## config.mk

```make
export PLATFORM = sky130hd
export DESIGN_NAME = rv_regfile
export DESIGN_NICKNAME = d
export VERILOG_FILES = /design/src/rv_pkg.sv /design/src/rv_regfile.sv
export SDC_FILE = /design/constraint.sdc
export NUM_CORES = 2
export LEC_CHECK = 0
export ABC_AREA = 1
export BUFFER_PORTS_ARGS = -buffer_cell sky130_fd_sc_hd__buf_2
export CAP_MARGIN = 20
export CORE_MARGIN = 4
export CORE_UTILIZATION = 50
export DETAILED_ROUTE_END_ITERATION = 8
export HOLD_SLACK_MARGIN = 0.1
export PLACE_DENSITY = 0.66
export SLEW_MARGIN = 10
export SYNTH_ARGS = -nofsm -noshare
export SYNTH_HDL_FRONTEND = slang
export SYNTH_SLANG_ARGS = --single-unit
export TNS_END_PERCENT = 100
```

## constraint.sdc

```tcl
create_clock -name clk -period 46.9 [get_ports clk]
set_input_delay 9.38 -clock clk [delete_from_list [all_inputs] [get_ports clk]]
set_output_delay 9.38 -clock clk [all_outputs]
set_load 0.03 [all_outputs]
```

## src/rv_pkg.sv

```systemverilog
package rv_pkg;

    // widths and memory sizes
    localparam int xlen             = 32;
    localparam int imem_depth_words = 256;
    localparam int dmem_depth_words = 256;
    localparam int imem_aw          = $clog2(imem_depth_words); // word index bits
    localparam int dmem_aw          = $clog2(dmem_depth_words);

    // major opcodes, instr[6:0]
    localparam logic [6:0] op_lui    = 7'b0110111;
    localparam logic [6:0] op_auipc  = 7'b0010111;
    localparam logic [6:0] op_jal    = 7'b1101111;
    localparam logic [6:0] op_jalr   = 7'b1100111;
    localparam logic [6:0] op_branch = 7'b1100011;
    localparam logic [6:0] op_load   = 7'b0000011;
    localparam logic [6:0] op_store  = 7'b0100011;
    localparam logic [6:0] op_imm    = 7'b0010011; // addi, slti, ...
    localparam logic [6:0] op_reg    = 7'b0110011; // add, sub, ...

    // alu operations
    typedef enum logic [3:0] {
        alu_add,
        alu_sub,
        alu_and,
        alu_or,
        alu_xor,
        alu_slt,
        alu_sltu,
        alu_sll,
        alu_srl,
        alu_sra
    } alu_op_e;

    // immediate layouts
    typedef enum logic [2:0] {
        fmt_i,
        fmt_s,
        fmt_b,
        fmt_u,
        fmt_j
    } imm_fmt_e;

    // write-back source
    typedef enum logic [1:0] {
        wb_alu,
        wb_load,
        wb_pc4 // link address for jal / jalr
    } wb_sel_e;

    // operand a source
    typedef enum logic {
        a_reg,
        a_pc
    } a_sel_e;

    // matches funct3[1:0] of loads and stores
    typedef enum logic [1:0] {
        size_byte = 2'b00,
        size_half = 2'b01,
        size_word = 2'b10
    } mem_size_e;

endpackage

```

## src/rv_regfile.sv

```systemverilog
`timescale 1ns/1ns

module rv_regfile import rv_pkg::*; (
    input  logic            clk,
    input  logic            rst,
    input  logic [4:0]      rs1_i,
    input  logic [4:0]      rs2_i,
    input  logic [4:0]      rd_i,
    input  logic            wr_en_i,
    input  logic [xlen-1:0] wr_data_i,
    output logic [xlen-1:0] rs1_data_o,
    output logic [xlen-1:0] rs2_data_o,
    output logic [xlen-1:0] a0_o
);

    logic [xlen-1:0] regs [32];

    // whole file cleared on reset, so a0 starts at zero
    always_ff @(posedge clk or posedge rst) begin
        if (rst) begin
            for (int i = 0; i < 32; i++) begin
                regs[i] <= '0;
            end
        end else if (wr_en_i && rd_i != 5'd0) begin // x0 never written
            regs[rd_i] <= wr_data_i;
        end
    end

    // async reads, x0 forced to zero
    assign rs1_data_o = (rs1_i == 5'd0) ? '0 : regs[rs1_i];
    assign rs2_data_o = (rs2_i == 5'd0) ? '0 : regs[rs2_i];

    assign a0_o = regs[10]; // x10 / a0 tap

endmodule

```

==> results.md <==
* Status: complete, no violations
* CP peak stage delay at 0.91 ns
* Slew @ Worst Pin at between 1 and 1.5 ns
* Crit path cell chain: buf_8, inv_8, buf_4, buf_4, buf_4, nand2_1, nand3_1, nand2_1, nand2_1, nand2_1, nor2_1, nor2_1, nor2_1, buf_2
* CTS resizes at 0
* CP Data Required Time at between 30 and 40 ns
* CTS tree: yes
* Power Density at between 40 and 50 nW/um^2
* Max Fclk at roughly 42 MHz
* CTS max path bufs at 3
* Io pins at 146
* Yosys cell types at 23
* Max H-tree Level at 3
* Antenna viol nets, final at 0
* Min Clock Period, post-route at about 24 ns
* Clk slew on worst S/H paths at 0.05 ns
* Setup TNS at 0 ns
* Pin count of the biggest net entering global routing at 170
* Area Growth Syn to Fin at 8.01%
* Post-CTS setup buffer count at 0
* Global routing met3 resource utilization at 10.4%
* CTS Root Cell: clkbuf_16
* Initial detailed-routing violation count at between 9k and 10k
* Area leader, netlist: dfrtp_1
* RSZ-0062 raised after global routing: no
* DP Area at 57500 sq um
* Core area at 113000 sq um
* Hold Path Class: reg2reg
* Post-synth EDFFs at 0
* Startpoint Class: primary input
* Slowest CP cell: buf_4
* Post-Syn Nets at ~8.4k
* Busiest grt layer: met2
* Initial antenna violation count at 24
* Global-route met2 utilization at between 50% and 60%
* Hold_buf cts at 0
* Reg area at about 26000 sq um
* Leak at between 20 and 30 nW
* Final nets at 8023
* Gpl congestion at between 0.9 and 1
* Synth Flop Type: dfrtp_1
* Crit path DAT at ~15 ns
* Maxcap violations at 0
* Tcrit/Tclk final at between 50% and 60%
* Gr ovfl total at 0
* Total die area at 119000 sq um
* Top cells by area, synth: dfrtp_1 45%, nand2_1 20%, o21ai_0 11%, nand3_1 8.6%, nor2_1 4.5%
* Layout cells sized above 1 at 6.05%
* Count leader, synth: nand2_1
* Site Rows at around 120
* Post-Synthesis Cell Area at about 57000 sq um
* Total number of vias at 58.6k
* Clk sink count at 1024
* Drt pass-1 iters at 7
* Final Max Slew Viols at 0
* GR Util met1 at around half
* Total Routed Length at about 230 mm
* Final Hold Vio Count at 0
* Clk Latency, worst-skew pair at ~0.73 ns
* Die W at about 350 um
* Part of the Yosys area used for sequential elements at 44.9%
* Yosys reg bits at 1024
* Worst Path Max Fanout at 95
* Chip Height at roughly 350 um
* Most common cell on crit path: nand2_1
* # DRC at 0
* DR WL/cell at ~24 um
* Hpwl dp at 128 mm
* Total CTS buffers at ~110
* Syn Area/Cell at between 6 and 7 sq um
* First-pass GRT wire length at 349 mm
* Fill cell count at between 10k and 15k
* Setup Viol. Count Final at 0
* Peak VDD IR at 0.0349 mV
* Cells after synthesis at between 8k and 9k
* Initial core utilization at 50.5%
* Area of the multi-input gates at 27300 sq um
* PortBufs at 145
* Crit end category: output port
* Asr flop ratio synth at between 90% and 100%
* CP Class: in2out
* Vias in the first global route at roughly 54k
* Clock Skews at 0 ns
* Via density at approximately 6.1
* GRT Total Usage at a little under two fifths
* Max-slew headroom at between 10% and 20%
* Ys Warns at 0
* Synth cell count leaders: 3006 x nand2_1, 1268 x o21ai_0, 1024 x dfrtp_1, 981 x nand3_1, 685 x nor2_1
* Share of Yosys cell area claimed by the top area cell type at 44.9%
* Design area at approximately 60000 sq um
==> through the flow <==
step | setup WS [ns] | utilization (%) | std cells | hold slack, ns | power (mW)
after floorplan | 8.70 | - | 8357 | 0.450 | 1.55
after global placement | 23.33 | 51.0 | 9350 | 0.387 | 1.70
after detailed placement | 23.38 | 51.0 | 9350 | 0.388 | 1.71
after CTS | 23.37 | 54.4 | 9559 | 0.401 | 2.64
after global routing | 22.92 | 54.6 | 9575 | 0.413 | 2.78
final | 22.97 | 54.6 | 9577 | 0.399 | 2.65
==> layout by cell type, fill, tap and decap left out, drive strengths merged <==
master	synthesis	final
nand2	3010	3010
o21ai	1338	1338
dfrtp	1024	1024
nand3	981	981
nor2	690	690
inv	276	278
buf	221	249
a21oi	190	190
clkbuf	528	182
o211ai	84	84
clkinv	4	19
diode	0	11
nor3	8	8
bufinv	0	6
clkinvlp	0	4
nor3b	1	1
nand4	1	1
nor4	1	1
==> power breakdown <==
group / switching (mW) / internal (mW)
combinational: 0.364 / 0.176
sequential: 0.129 / 1.05
clock: 0.388 / 0.544
total: 0.881 / 1.77
==> cells by family after synthesis <==
kind of cell    after synthesis  share of synthesized area (%)
flops                      1024                           44.9
compound gates             1612                           14.5
simple gates               4692                           33.2
buf+inv                    1029                           7.29
==> state kept, by name, indices dropped and copies added (netlist names) <==
name and count:
regs 992, a0_o 32
==> cell type report <==
| cell class | count | share of cell area [%] |
|---|---|---|
| clock buffer | 182 | 5.72 |
| inverter | 280 | 1.78 |
| timing repair buffer | 249 | 2.87 |
| sequential | 1024 | 41.6 |
| multi-input combinational | 6304 | 44.4 |
| clock inverter | 27 | 0.563 |
| tap | 1500 | 3.05 |
| antenna | 11 | 0.0447 |
==> critical path: cells and delay by family <==
kind	cells	cell delay, ns
buffers and inverters	6	3.70
AND/OR/NAND/NOR	8	1.09
==> metal layers <==
layer / part of all wire (%) / up-vias
met4: 5.8 / 14
li1: - / 26200
met1: 39 / 27500
met3: 13 / 766
met2: 42 / 4028
met5: 0.045 / -
==> final timing paths <==
check	startpoint	endpoint	slack, ns	depth (start not counted)
worst max register to register	a0_o[31]	a0_o[31]	46.02	2
max in group asynchronous	rst	regs[880]	35.03	6
worst min-delay path	regs[1004]	regs[1004]	0.40	0
min in group asynchronous	rst	regs[96]	8.88	2
worst max-delay path	rs2_i[0]	rs2_data_o[30]	22.97	14
worst min register to register	regs[1004]	regs[1004]	0.40	0
Power figures use the tool's default switching activity.
