===== config.mk =====
export PLATFORM = sky130hd
export DESIGN_NAME = rv_decode_flat
export DESIGN_NICKNAME = d
export VERILOG_FILES = /design/src/rv_pkg.sv /design/src/rv_ctrl_if.sv /design/src/rv_decode.sv /design/src/flat_wrapper.sv
export SDC_FILE = /design/constraint.sdc
export NUM_CORES = 1
export LEC_CHECK = 0
export ABC_AREA = 1
export BUFFER_PORTS_ARGS = -buffer_cell sky130_fd_sc_hd__clkbuf_2
export CAP_MARGIN = 10
export CORE_AREA = 3 3 57 59
export DETAILED_ROUTE_END_ITERATION = 7
export DIE_AREA = 0 0 60 62
export PLACE_DENSITY = 0.78
export REMOVE_ABC_BUFFERS = 1
export SYNTH_ARGS = -nofsm -noshare
export SYNTH_HDL_FRONTEND = slang
export SYNTH_SLANG_ARGS = --single-unit

===== constraint.sdc =====
create_clock -name vclk -period 2.7
set_input_delay 0.27 -clock vclk [all_inputs]
set_output_delay 0.27 -clock vclk [all_outputs]
set_load 0.03 [all_outputs]

===== src/rv_pkg.sv =====
package rv_pkg;

    // widths and memory sizes
    localparam int xlen             = 32;
    localparam int imem_depth_words = 256;
    localparam int dmem_depth_words = 256;
    localparam int imem_aw          = $clog2(imem_depth_words); // word index bits
    localparam int dmem_aw          = $clog2(dmem_depth_words);

    // major opcodes, instr[6:0]
    localparam logic [6:0] op_lui    = 7'b0110111;
    localparam logic [6:0] op_auipc  = 7'b0010111;
    localparam logic [6:0] op_jal    = 7'b1101111;
    localparam logic [6:0] op_jalr   = 7'b1100111;
    localparam logic [6:0] op_branch = 7'b1100011;
    localparam logic [6:0] op_load   = 7'b0000011;
    localparam logic [6:0] op_store  = 7'b0100011;
    localparam logic [6:0] op_imm    = 7'b0010011; // addi, slti, ...
    localparam logic [6:0] op_reg    = 7'b0110011; // add, sub, ...

    // alu operations
    typedef enum logic [3:0] {
        alu_add,
        alu_sub,
        alu_and,
        alu_or,
        alu_xor,
        alu_slt,
        alu_sltu,
        alu_sll,
        alu_srl,
        alu_sra
    } alu_op_e;

    // immediate layouts
    typedef enum logic [2:0] {
        fmt_i,
        fmt_s,
        fmt_b,
        fmt_u,
        fmt_j
    } imm_fmt_e;

    // write-back source
    typedef enum logic [1:0] {
        wb_alu,
        wb_load,
        wb_pc4 // link address for jal / jalr
    } wb_sel_e;

    // operand a source
    typedef enum logic {
        a_reg,
        a_pc
    } a_sel_e;

    // matches funct3[1:0] of loads and stores
    typedef enum logic [1:0] {
        size_byte = 2'b00,
        size_half = 2'b01,
        size_word = 2'b10
    } mem_size_e;

endpackage


===== src/rv_ctrl_if.sv =====
`timescale 1ns/1ns

// decoded control for one instruction, valid for the whole cycle
interface rv_ctrl_if import rv_pkg::*; ();

    alu_op_e    alu_op;
    a_sel_e     a_sel;
    logic       b_is_imm;      // operand b from immediate
    logic       reg_wr_en;     // already gated by run
    wb_sel_e    wb_sel;
    logic       mem_wr_en;     // already gated by run
    mem_size_e  mem_size;
    logic       load_unsigned; // lbu / lhu
    logic       is_branch;
    logic       is_jal;
    logic       is_jalr;
    logic [2:0] funct3;        // branch condition select

    modport decode_mp (
        output alu_op, a_sel, b_is_imm, reg_wr_en, wb_sel, mem_wr_en,
               mem_size, load_unsigned, is_branch, is_jal, is_jalr, funct3
    );

    modport exec_mp (
        input alu_op, a_sel, b_is_imm, reg_wr_en, wb_sel, mem_wr_en,
              mem_size, load_unsigned, is_branch, is_jal, is_jalr, funct3
    );

    modport mem_mp (
        input mem_wr_en, mem_size, load_unsigned
    );

endinterface


===== src/rv_decode.sv =====
`timescale 1ns/1ns

module rv_decode import rv_pkg::*; (
    input  logic [xlen-1:0] instr_i,
    input  logic            run_i,
    rv_ctrl_if.decode_mp    ctrl,
    output logic [xlen-1:0] imm_o,
    output logic [4:0]      rs1_o,
    output logic [4:0]      rs2_o,
    output logic [4:0]      rd_o
);

    logic [6:0] opcode;
    logic [2:0] funct3;
    logic       f7_b5;   // instr[30], sub / sra select
    imm_fmt_e   imm_fmt;
    logic       reg_wr;  // before run gating
    logic       mem_wr;

    // funct3 to alu op, shared by op_imm and op_reg
    function automatic alu_op_e alu_from_funct3(input logic [2:0] f3, input logic alt);
        case (f3)
            3'b000:  return alt ? alu_sub : alu_add;
            3'b001:  return alu_sll;
            3'b010:  return alu_slt;
            3'b011:  return alu_sltu;
            3'b100:  return alu_xor;
            3'b101:  return alt ? alu_sra : alu_srl;
            3'b110:  return alu_or;
            default: return alu_and;
        endcase
    endfunction

    assign opcode = instr_i[6:0];
    assign funct3 = instr_i[14:12];
    assign f7_b5  = instr_i[30];

    // lui adds its immediate to x0, its rs1 field is immediate bits
    assign rs1_o = (opcode == op_lui) ? 5'd0 : instr_i[19:15];
    assign rs2_o = instr_i[24:20];
    assign rd_o  = instr_i[11:7];

    assign ctrl.funct3 = funct3; // branch condition

    always_comb begin
        ctrl.alu_op        = alu_add; // address and link sums
        ctrl.a_sel         = a_reg;
        ctrl.b_is_imm      = 1'b1;
        ctrl.wb_sel        = wb_alu;
        ctrl.mem_size      = mem_size_e'(funct3[1:0]);
        ctrl.load_unsigned = funct3[2]; // lbu / lhu
        ctrl.is_branch     = 1'b0;
        ctrl.is_jal        = 1'b0;
        ctrl.is_jalr       = 1'b0;
        imm_fmt            = fmt_i;
        reg_wr             = 1'b0;
        mem_wr             = 1'b0;
        case (opcode)
            op_lui: begin
                imm_fmt = fmt_u;
                reg_wr  = 1'b1;
            end
            op_auipc: begin
                ctrl.a_sel = a_pc;
                imm_fmt    = fmt_u;
                reg_wr     = 1'b1;
            end
            op_jal: begin
                ctrl.is_jal = 1'b1;
                ctrl.wb_sel = wb_pc4;
                imm_fmt     = fmt_j;
                reg_wr      = 1'b1;
            end
            op_jalr: begin
                ctrl.is_jalr = 1'b1; // target from alu sum
                ctrl.wb_sel  = wb_pc4;
                reg_wr       = 1'b1;
            end
            op_branch: begin
                ctrl.is_branch = 1'b1;
                imm_fmt        = fmt_b;
            end
            op_load: begin
                ctrl.wb_sel = wb_load;
                reg_wr      = 1'b1;
            end
            op_store: begin
                imm_fmt = fmt_s;
                mem_wr  = 1'b1;
            end
            op_imm: begin
                // only srai uses the alt bit, addi with imm[10] set stays add
                ctrl.alu_op = alu_from_funct3(funct3, f7_b5 && funct3 == 3'b101);
                reg_wr      = 1'b1;
            end
            op_reg: begin
                ctrl.alu_op   = alu_from_funct3(funct3, f7_b5);
                ctrl.b_is_imm = 1'b0; // rs2 operand
                reg_wr        = 1'b1;
            end
            default: ; // unsupported opcode, no side effects
        endcase
        a_wr_exclusive: assert (!(reg_wr && mem_wr));
    end

    // nothing is written until the core runs
    assign ctrl.reg_wr_en = reg_wr && run_i;
    assign ctrl.mem_wr_en = mem_wr && run_i;

    // immediate assembly, sign from instr[31]
    always_comb begin
        case (imm_fmt)
            fmt_s:   imm_o = {{20{instr_i[31]}}, instr_i[31:25], instr_i[11:7]};
            fmt_b:   imm_o = {{19{instr_i[31]}}, instr_i[31], instr_i[7],
                              instr_i[30:25], instr_i[11:8], 1'b0};
            fmt_u:   imm_o = {instr_i[31:12], 12'b0};
            fmt_j:   imm_o = {{11{instr_i[31]}}, instr_i[31], instr_i[19:12],
                              instr_i[20], instr_i[30:21], 1'b0};
            default: imm_o = {{20{instr_i[31]}}, instr_i[31:20]}; // i format
        endcase
    end

endmodule


===== src/flat_wrapper.sv =====
// flat-port wrapper written by rule: the top's interface ports become plain ports
module rv_decode_flat import rv_pkg::*;
  (instr_i, run_i, imm_o, rs1_o, rs2_o, rd_o, ctrl_alu_op, ctrl_a_sel, ctrl_b_is_imm, ctrl_reg_wr_en, ctrl_wb_sel, ctrl_mem_wr_en, ctrl_mem_size, ctrl_load_unsigned, ctrl_is_branch, ctrl_is_jal, ctrl_is_jalr, ctrl_funct3);
  rv_ctrl_if ctrl_i ();
  input  logic [xlen-1:0] instr_i;
  input  logic run_i;
  output logic [xlen-1:0] imm_o;
  output logic [4:0] rs1_o;
  output logic [4:0] rs2_o;
  output logic [4:0] rd_o;
  output wire logic [$bits(ctrl_i.alu_op)-1:0] ctrl_alu_op;
  output wire logic [$bits(ctrl_i.a_sel)-1:0] ctrl_a_sel;
  output wire logic [$bits(ctrl_i.b_is_imm)-1:0] ctrl_b_is_imm;
  output wire logic [$bits(ctrl_i.reg_wr_en)-1:0] ctrl_reg_wr_en;
  output wire logic [$bits(ctrl_i.wb_sel)-1:0] ctrl_wb_sel;
  output wire logic [$bits(ctrl_i.mem_wr_en)-1:0] ctrl_mem_wr_en;
  output wire logic [$bits(ctrl_i.mem_size)-1:0] ctrl_mem_size;
  output wire logic [$bits(ctrl_i.load_unsigned)-1:0] ctrl_load_unsigned;
  output wire logic [$bits(ctrl_i.is_branch)-1:0] ctrl_is_branch;
  output wire logic [$bits(ctrl_i.is_jal)-1:0] ctrl_is_jal;
  output wire logic [$bits(ctrl_i.is_jalr)-1:0] ctrl_is_jalr;
  output wire logic [$bits(ctrl_i.funct3)-1:0] ctrl_funct3;
  assign ctrl_alu_op = ctrl_i.alu_op;
  assign ctrl_a_sel = ctrl_i.a_sel;
  assign ctrl_b_is_imm = ctrl_i.b_is_imm;
  assign ctrl_reg_wr_en = ctrl_i.reg_wr_en;
  assign ctrl_wb_sel = ctrl_i.wb_sel;
  assign ctrl_mem_wr_en = ctrl_i.mem_wr_en;
  assign ctrl_mem_size = ctrl_i.mem_size;
  assign ctrl_load_unsigned = ctrl_i.load_unsigned;
  assign ctrl_is_branch = ctrl_i.is_branch;
  assign ctrl_is_jal = ctrl_i.is_jal;
  assign ctrl_is_jalr = ctrl_i.is_jalr;
  assign ctrl_funct3 = ctrl_i.funct3;
  rv_decode u_core (.instr_i(instr_i), .run_i(run_i), .ctrl(ctrl_i), .imm_o(imm_o), .rs1_o(rs1_o), .rs2_o(rs2_o), .rd_o(rd_o));
endmodule

==> out/qor.txt <==
Cells after Synth: 199
Sequential-to-total area share from yosys stat: 0
DP Area: 1350 um2
Max Clk Rate: 0.499 GHz
Fin Setup TNS: 0 ns
Fillers: 313
Minimum clock period: 2.01 ns
Req. time, crit path: 2.43 ns
Syn-to-layout area delta: 38.0%
Worst-path cell chain: clkbuf_2, inv_2, nor2_2, buf_4, nand3_4, nand2_2, inv_2, nand3_2, nand2_1, clkbuf_2
DRT Pass-1 Iters: 4
Row count: 19
Rel. slew slack: 0.537
Slowest CP cell: nand3_2
ANT nets after route: 0
Peak VDD IR: 0.119 mV
Kind of end point of the critical path: output pin
Vias per cell: 4.69
Routed WL: 3000 um
Worst Hold Class: input port to output pin
Most frequent cells in the layout: 99 x clkbuf_2, 52 x nand2_1, 41 x nor2_1, 28 x inv_1, 25 x nand3_1
Share of layout cells above drive strength 1: 0.435
DR vias: 1439
DPL Wire Length: 2640 um
CP peak stage delay: 0.27 ns
Post-Syn Area: 981 um2
Fin. max-slew vios: 0
Crit path buffers/inverters: 5
Distinct cells, synth: 21
First-pass GRT wire length: 4490 um
Seq cells: 0
Core footprint: 2760 um2
Die H: 62 um
Full die area: 3720 um2
Net count, final: 311
Outcome: complete, no violations
Post-layout util: 0.491
Initial drt markers: 28
Hold slack final: 0.800 ns
GRT overflow: 0
Initial antenna violation count: 0
Power per cell area: 188 nW/um2
Max Fanout on Critical Path: 14
# IOs: 99
Hold Buf Count CTS: 0
Final Hold Viols: 0
CP Launch Type: input port
Number of setup violations in the final report: 0
Syn_area_per_cell: 4.93 um2
Fin crit share: 0.743
Worst Path Arrival: 1.74 ns
Final instance area: 1350 um2
Final GP Congestion: 0.794
Synth warn: 0
Ant diodes: 0
Tightest Pin Transition: 0.692 ns
Clkbuf count: 0
Port bufs: 99
Register area: 0 um2
# Max-Cap Violations: 0
Setup bufs post-CTS: 0
Largest net degree at the start of global routing: 15
Width of the die: 60 um
DRC: 0
CP Class: input port to output pin
Commonest non-fill, non-tap cell in the layout: clkbuf_2
Delay-heaviest family, CP: buffers and inverters
RSZ-0062 raised after global routing: false
Pleak: 0.000974 uW
Gr usage total: 0.146
Vias in the first global route: 1172
Initial core utilization: 0.356
Post-CTS sizing: 0
Routed WL per cell: 9.77 um
worst paths after layout:
path                  startpoint   endpoint  slack [ns]  cells after the start
worst max-delay path  instr_i[4]  imm_o[25]        0.69                     10
worst min-delay path  instr_i[9]    rd_o[2]        0.80                      2
power by group:
part / total, uW / switching, uW / internal, uW
Combinational: 254 / 182 / 71.9
Sequential: 0 / 0 / 0
Clock: 0 / 0 / 0
kinds of logic (layout without fill, tap and decap cells):
family / count (synthesis) / count (layout) / share of synthesized area
and+or+nand+nor: 133 / 133 / 0.612
buffers and inverters: 54 / 131 / 0.291
AOI/OAI and AO/OA: 12 / 12 / 0.0969
layout make-up:
class                           count  area, um2  area share
Inverter                           31        116      0.0860
Multi-Input combinational cell    145        696       0.514
Tap cell                           31       38.8      0.0287
Timing Repair Buffer              100        503       0.372
metrics by stage:
step | total power [uW] | setup slack (ns) | instances
2_1_floorplan | 136 | 0.685 | 176
3_3_place_gp | 255 | 0.725 | 307
3_5_place_dp | 256 | 0.690 | 307
4_1_cts | 257 | 0.682 | 307
5_1_grt | 276 | 0.552 | 307
6_report | 254 | 0.694 | 307
routing by layer:
metal / GRT usage / wire, um
met4: 0.00949 / 0
met2: 0.307 / 1630
met3: 0.00207 / 211
met5: 0 / 0
met1: 0.168 / 1160
Yosys cell counts, drive strengths merged:
| library cell | number | area, um2 |
|---|---|---|
| a211oi | 1 | 7.51 |
| a21o | 1 | 7.51 |
| buf | 23 | 169 |
| inv | 31 | 116 |
| nand2 | 56 | 234 |
| nand3 | 27 | 153 |
| nand4 | 4 | 25.0 |
| nor2 | 44 | 178 |
| nor3 | 1 | 5.00 |
| nor4 | 1 | 6.26 |
| o21ai | 10 | 80.1 |
(Power assumes the default switching activity.)
